==> config.mk <==
export PLATFORM = sky130hd
export DESIGN_NAME = mul_unit
export DESIGN_NICKNAME = d
export VERILOG_FILES = /design/src/design/mul_pkg.sv /design/src/design/mul_decode.sv /design/src/design/mul_execute.sv /design/src/design/mul_pipe_reg.sv /design/src/design/mul_result.sv /design/src/design/mul_unit.sv
export SDC_FILE = /design/constraint.sdc
export NUM_CORES = 2
export LEC_CHECK = 0
export BUFFER_PORTS_ARGS = -buffer_cell sky130_fd_sc_hd__buf_2
export CORE_ASPECT_RATIO = 1.75
export CORE_MARGIN = 2
export CORE_UTILIZATION = 52
export DETAILED_ROUTE_END_ITERATION = 10
export PLACE_DENSITY = 0.68
export SETUP_SLACK_MARGIN = 0.5
export SLEW_MARGIN = 15
export SYNTH_ARGS = -nofsm -noshare
export SYNTH_HDL_FRONTEND = slang
export SYNTH_SLANG_ARGS = --single-unit
export TNS_END_PERCENT = 30
==> constraint.sdc <==
create_clock -name clk -period 11.3 [get_ports clk]
set_input_delay 2.26 -clock clk [delete_from_list [all_inputs] [get_ports clk]]
set_output_delay 2.26 -clock clk [all_outputs]
set_load 0.02 [all_outputs]
==> src/design/mul_pkg.sv <==
`default_nettype none

package mul_pkg;

   localparam int LG_ROB_ENTRIES = 5;
   localparam int LG_PRF_ENTRIES = 6;
   localparam int MUL_LAT = 4;            // register stages inside execute
   localparam int UNIT_LAT = MUL_LAT + 1; // plus the result register

   typedef enum logic [1:0] {
      op_mul   = 2'd0, // low word
      op_mulh  = 2'd1, // signed high word
      op_mulhu = 2'd2  // unsigned high word
   } mul_op_e;

   // travels beside the data through execute
   typedef struct packed {
      logic [LG_ROB_ENTRIES-1:0] rob_ptr;
      logic [LG_PRF_ENTRIES-1:0] prf_ptr;
      logic                      prf_val;
      logic                      high;
   } mul_tag_t;

   typedef struct packed {
      logic [31:0] src_a;
      logic [31:0] src_b;
      logic        is_signed;
      mul_tag_t    tag;
   } mul_req_t;

   // carry already shifted into its column
   typedef struct packed {
      logic [63:0] sum;
      logic [63:0] carry;
   } mul_pair_t;

   typedef struct packed {
      logic [LG_ROB_ENTRIES-1:0] rob_ptr;
      logic [LG_PRF_ENTRIES-1:0] prf_ptr;
      logic                      prf_val;
      logic [31:0]               data;
   } mul_wb_t;

endpackage

`default_nettype wire

==> src/design/mul_decode.sv <==
`timescale 1ns/10ps
`default_nettype none

module mul_decode
   import mul_pkg::*;
(
   input  logic                      go,
   input  mul_op_e                   op,
   input  logic [31:0]               src_a,
   input  logic [31:0]               src_b,
   input  logic [LG_ROB_ENTRIES-1:0] rob_ptr_in,
   input  logic [LG_PRF_ENTRIES-1:0] prf_ptr_in,
   input  logic                      has_dest,
   output logic                      req_valid,
   output mul_req_t                  req
);

   assign req_valid = go;

   always_comb
   begin
      req.src_a = src_a;
      req.src_b = src_b;
      req.is_signed = 1'b0;
      req.tag.high = 1'b0;
      case (op)
         op_mulh:
         begin
            req.is_signed = 1'b1;
            req.tag.high = 1'b1;
         end
         op_mulhu:
         begin
            req.tag.high = 1'b1;
         end
         default:
         begin
            req.tag.high = 1'b0; // op_mul and unknown codes
         end
      endcase
      req.tag.rob_ptr = rob_ptr_in;
      req.tag.prf_ptr = prf_ptr_in;
      // p0 is hardwired, never written
      req.tag.prf_val = has_dest && (prf_ptr_in != '0);
   end

endmodule

`default_nettype wire

==> src/design/mul_execute.sv <==
`timescale 1ns/10ps
`default_nettype none

module mul_execute
   import mul_pkg::*;
(
   input  logic        clk,
   input  logic        reset,
   input  logic        req_valid,
   input  mul_req_t    req,
   output logic        res_valid,
   output logic [63:0] product,
   output mul_tag_t    res_tag
);

   logic [31:0] op_a;
   logic [31:0] op_b;
   logic        op_signed;
   logic [63:0] pp [0:31];
   logic [63:0] pp_d1 [14:31]; // rows for groups 2 and 3
   logic [63:0] pp_d2 [25:31];

   mul_pair_t grp1, grp2, grp3;
   mul_pair_t s2_pair, s3_pair;
   logic      s2_pair_v, s3_pair_v;

   logic [MUL_LAT:0] stage_v;
   logic [MUL_LAT:1] tag_v;
   mul_tag_t         tag_d [0:MUL_LAT];

   // one carry-save row
   function automatic mul_pair_t csa_row(input mul_pair_t acc, input logic [63:0] row);
      mul_pair_t   r;
      logic [63:0] maj;
      maj = (acc.sum & acc.carry) | (acc.sum & row) | (acc.carry & row);
      r.sum = acc.sum ^ acc.carry ^ row;
      r.carry = {maj[62:0], 1'b0};
      return r;
   endfunction

   // stage 1
   always_ff @(posedge clk)
   begin
      op_a <= req.src_a;
      op_b <= req.src_b;
      op_signed <= req.is_signed;
   end

   // baugh-wooley partial products
   always_comb
   begin
      logic [63:0] row;
      for (int i = 0; i < 32; i++)
      begin
         row = {32'd0, op_a & {32{op_b[i]}}};
         if (op_signed)
         begin
            if (i == 31)
               row[30:0] = ~row[30:0]; // a[j]*b[31], j < 31
            else
               row[31] = ~row[31];     // a[31]*b[i]
         end
         pp[i] = row << i;
      end
      if (op_signed)
      begin
         pp[0][32] = 1'b1;  // correction ones
         pp[31][63] = 1'b1;
      end
   end

   always_comb
   begin
      grp1 = '{sum: pp[0], carry: pp[1]};
      for (int i = 2; i < 14; i++)
      begin
         grp1 = csa_row(grp1, pp[i]);
      end
   end

   always_ff @(posedge clk)
   begin
      for (int i = 14; i < 32; i++)
      begin
         pp_d1[i] <= pp[i];
      end
      for (int i = 25; i < 32; i++)
      begin
         pp_d2[i] <= pp_d1[i];
      end
   end

   // stage 2
   mul_pipe_reg #(.T(mul_pair_t)) u_pair2 (
      .clk       (clk),
      .reset     (reset),
      .in_valid  (stage_v[1]),
      .in_data   (grp1),
      .out_valid (s2_pair_v),
      .out_data  (s2_pair)
   );

   always_comb
   begin
      grp2 = s2_pair;
      for (int i = 14; i < 25; i++)
      begin
         grp2 = csa_row(grp2, pp_d1[i]);
      end
   end

   // stage 3
   mul_pipe_reg #(.T(mul_pair_t)) u_pair3 (
      .clk       (clk),
      .reset     (reset),
      .in_valid  (stage_v[2]),
      .in_data   (grp2),
      .out_valid (s3_pair_v),
      .out_data  (s3_pair)
   );

   always_comb
   begin
      grp3 = s3_pair;
      for (int i = 25; i < 32; i++)
      begin
         grp3 = csa_row(grp3, pp_d2[i]);
      end
   end

   // stage 4, carry-propagate add
   always_ff @(posedge clk)
   begin
      product <= grp3.sum + grp3.carry;
   end

   assign tag_d[0] = req.tag;
   assign stage_v[0] = req_valid;
   assign stage_v[1] = tag_v[1];
   assign stage_v[2] = tag_v[2] & s2_pair_v; // both copies of the same valid
   assign stage_v[3] = tag_v[3] & s3_pair_v;
   assign stage_v[4] = tag_v[4];

   for (genvar k = 1; k <= MUL_LAT; k++)
   begin : g_tag
      mul_pipe_reg #(.T(mul_tag_t)) u_tag (
         .clk       (clk),
         .reset     (reset),
         .in_valid  (stage_v[k-1]),
         .in_data   (tag_d[k-1]),
         .out_valid (tag_v[k]),
         .out_data  (tag_d[k])
      );
   end

   assign res_valid = stage_v[MUL_LAT];
   assign res_tag = tag_d[MUL_LAT];

endmodule

`default_nettype wire

==> src/design/mul_pipe_reg.sv <==
`timescale 1ns/10ps
`default_nettype none

module mul_pipe_reg
#(
   parameter type T = logic
)
(
   input  logic clk,
   input  logic reset,
   input  logic in_valid,
   input  T     in_data,
   output logic out_valid,
   output T     out_data
);

   always_ff @(posedge clk)
   begin
      if (reset)
      begin
         out_valid <= 1'b0;
      end
      else
      begin
         out_valid <= in_valid;
      end
   end

   always_ff @(posedge clk)
   begin
      out_data <= in_data; // loads every cycle
   end

endmodule

`default_nettype wire

==> src/design/mul_result.sv <==
`timescale 1ns/10ps
`default_nettype none

module mul_result
   import mul_pkg::*;
(
   input  logic        clk,
   input  logic        reset,
   input  logic        res_valid,
   input  logic [63:0] product,
   input  mul_tag_t    res_tag,
   output logic        complete,
   output mul_wb_t     wb
);

   logic [31:0] word;

   assign word = res_tag.high ? product[63:32] : product[31:0];

   always_ff @(posedge clk)
   begin
      if (reset)
      begin
         complete <= 1'b0;
      end
      else
      begin
         complete <= res_valid;
      end
   end

   // record loads every cycle, qualified by complete
   always_ff @(posedge clk)
   begin
      wb.rob_ptr <= res_tag.rob_ptr;
      wb.prf_ptr <= res_tag.prf_ptr;
      wb.prf_val <= res_tag.prf_val;
      wb.data <= word;
   end

endmodule

`default_nettype wire

==> src/design/mul_unit.sv <==
`timescale 1ns/10ps
`default_nettype none

module mul_unit
   import mul_pkg::*;
(
   input  logic                      clk,
   input  logic                      reset,
   input  logic                      go,
   input  mul_op_e                   op,
   input  logic [31:0]               src_a,
   input  logic [31:0]               src_b,
   input  logic [LG_ROB_ENTRIES-1:0] rob_ptr_in,
   input  logic [LG_PRF_ENTRIES-1:0] prf_ptr_in,
   input  logic                      has_dest,
   output logic                      complete,
   output mul_wb_t                   wb
);

   logic        req_valid;
   mul_req_t    req;
   logic        res_valid;
   logic [63:0] product;
   mul_tag_t    res_tag;

   mul_decode u_decode (
      .go         (go),
      .op         (op),
      .src_a      (src_a),
      .src_b      (src_b),
      .rob_ptr_in (rob_ptr_in),
      .prf_ptr_in (prf_ptr_in),
      .has_dest   (has_dest),
      .req_valid  (req_valid),
      .req        (req)
   );

   mul_execute u_execute (
      .clk       (clk),
      .reset     (reset),
      .req_valid (req_valid),
      .req       (req),
      .res_valid (res_valid),
      .product   (product),
      .res_tag   (res_tag)
   );

   mul_result u_result (
      .clk       (clk),
      .reset     (reset),
      .res_valid (res_valid),
      .product   (product),
      .res_tag   (res_tag),
      .complete  (complete),
      .wb        (wb)
   );

endmodule

`default_nettype wire
==> out/metrics.csv <==
metric;value;unit
outcome;finished, final reports clean;
ys_ff_latch;1197;
io_pins;126;
via_per_inst;4.870;
use_met2;41.23;%
synthCells;3902;
finalHoldViolCount;0;
ys.warnings.count;0;
cts_buffers;103;
area_growth;10.85;%
clkSinkCount;1197;
fin_nets;5059;
post-cts-setup-buffers;0;
synth_mux_area_share;0.6862;%
clk_pin_slew;0.07;ns
postRouteAntennaNets;0;
grt_pass1_wl;162200;µm
clockBufferDepth;3;
grt_setup_unrepaired;false;
synth-simple-area-share;10.97;%
met1_usage;20.69;%
cts_max_level;3;
synth_top_area_share;45.63;%
drt_iter0_drc;970;
drcViolationCount;0;
hold_class;flop to flop;
io_buffers;125;
synth_edf_count;0;
die_width;244.2;µm
dr.pass1.iters;5;
cp.required;11.88;ns
post-route-min-period;6.879;ns
root_buffer;clkbuf_16;
tightest_slew;0.7593;ns
drv_slew;0;
finalSetupTns;0;ns
rows;154;
finalSetupViolCount;0;
cap_viol_max_count;0;
syn-num-nets;4976;
fin_crit_sh;60.87;%
antenna_found_initial;3;
wl_per_cell;18.31;µm
critPathMaxFanout;14;
wl;98980;µm
gr-usage-all-layers;20.31;%
cts_tree;done;
start_util;52.31;%
dieArea;103700;µm²
max_freq;0.1454;GHz
async_reset_ff_share;0;%
syn_avg_cell_area;13.46;µm²
grt.busiest_layer;met2;
grt_overflow;0;
place_congestion;0.8078;
syn_area;52520;µm²
slew_headroom;49.38;%
synthTopCellsByArea;dfxtp_1, fa_1, and2_1;
synthXorXnorAreaFrac;1.518;%
ctsHoldBuffers;0;
crit_type;flop to flop;
synth_cell_types;57;
grt_max_degree;37;
ys.flop_type;dfxtp_1;
synth_top_family_by_area;adder cells;
critPathCaptureType;flop;
drive_gt1_share;10.40;%
startpoint_type;flop;
clock_latency;0.72;ns
hpwlAfterDp;75330;µm
coreArea;100400;µm²
grt_pass1_vias;31210;
seq_area_frac_synth;45.63;%
crit_arrival;7.45;ns
synth-compound-area-share;1.477;%
use_met3;2.215;%
post_cts_resize_count;0;
synthAdderAreaFrac;36.95;%
yosysTopAreaCell;dfxtp_1;
vias;26330;
finalClockSkew;0.03708;ns
die_h;424.4;µm
-- logic make-up (layout without fill, tap and decap cells) --
family                   after synthesis  in the layout
AO/OA/AOI/OAI                        101            101
XOR/XNOR                              91             91
adder cells (fa/ha/maj)              993            993
buffers and inverters                385            551
flip-flops                          1197           1197
multiplexers                          32             32
other                                  0             11
AND/OR/NAND/NOR                     1103           1103
-- area by class of cell --
type | count | area, µm²
fill | 7988 | 42170
multi-input combinational | 2320 | 27100
sequential | 1197 | 23970
clock buffer | 133 | 2893
tap | 1326 | 1659
timing repair buffer | 191 | 1121
clock inverter | 55 | 802.0
inverter | 172 | 645.6
antenna | 11 | 27.53
-- metal layers --
metal  routed length [µm]  part of all wire (%)  up-vias
met3                 2383                   2.4      159
met2                59320                    60      345
li1                     -                     -    11890
met1                33940                    34    13930
met4                 3337                   3.4        0
met5                    0                     0        -
-- path summary, 6_finish.rpt --
check | slack [ns] | from | endpoint | depth (start not counted)
worst min-delay path | 0.31 | u_execute.pp_d1[0][1534] | u_execute.pp_d2[3][432] | 0
worst max register to register | 4.42 | u_execute.op_a[25] | u_execute.u_pair2.out_data[91] | 14
worst min register to register | 0.31 | u_execute.pp_d1[0][1534] | u_execute.pp_d2[3][432] | 0
worst max-delay path | 4.42 | u_execute.op_a[25] | u_execute.u_pair2.out_data[91] | 14
-- through the flow --
stage	setup slack [ns]	utilization [%]	hold slack (ns)	std cells	instance area (µm²)
final	4.421	57.99	0.3144	5405	58220
after global routing	4.159	57.97	0.3256	5395	58190
after CTS	4.330	57.96	0.3198	5394	58190
after detailed placement	4.376	54.28	0.3121	5206	54490
after global placement	4.499	54.28	0.3096	5206	54490
after floorplan	4.458	-	0.3096	3902	52520
-- cells in the final DEF (no fill, tap or decap), types with 7 or more instances in the layout --
cell,n
xor2_1,24
nand2_1,448
buf_4,66
bufinv_16,16
clkinv_2,22
buf_2,125
inv_1,172
clkbuf_1,12
and2_1,604
xnor2_1,67
a21oi_1,28
clkbuf_16,105
clkbuf_8,16
a21o_1,9
nand3_1,7
nor2_1,10
mux2_2,32
ha_1,63
dfxtp_1,1195
fa_1,930
nor2b_1,10
diode_2,11
o21ai_0,16
-- synth_stat cells, types with 4 or more instances --
master,instances
nand2b_1,5
dfxtp_1,1197
xnor2_1,67
nand2_1,448
a21oi_1,28
nor2_1,10
and2_1,604
nor2b_1,10
a31oi_1,4
xor2_1,24
nand3_1,7
clkbuf_1,200
buf_2,6
o21ai_1,5
fa_1,930
buf_1,6
a21o_1,9
o21ai_0,16
nand4_1,5
mux2_2,32
ha_1,63
inv_1,172
-- flip-flops by register name, indices dropped and copies added (netlist names) --
signal,cells
u_execute.pp_d1,577
u_execute.pp_d2,225
u_execute.u_pair3.out_data,88
u_execute.u_pair2.out_data,77
u_execute.product,64
u_execute.g_tag.u_tag.out_data,52
u_result.wb,44
u_execute.op_a,32
u_execute.op_b,32
u_execute.g_tag.u_tag.out_valid,2
u_execute.op_signed,1
u_execute.u_pair2.out_valid,1
u_execute.u_pair3.out_valid,1
u_result.complete,1
-- critical path: stages, from the launching register on --
cell and delay (ns):
dfxtp_1 0.80, nand2_1 0.17, fa_1 0.59, fa_1 0.44
fa_1 0.52, fa_1 0.43, fa_1 0.52, fa_1 0.43
fa_1 0.51, fa_1 0.43, fa_1 0.50, fa_1 0.42
fa_1 0.49, inv_1 0.05, fa_1 0.41
Power is left out: the tool's default activity adds up to more than one toggle a clock period on the data nets, which glitch-free logic cannot reach.
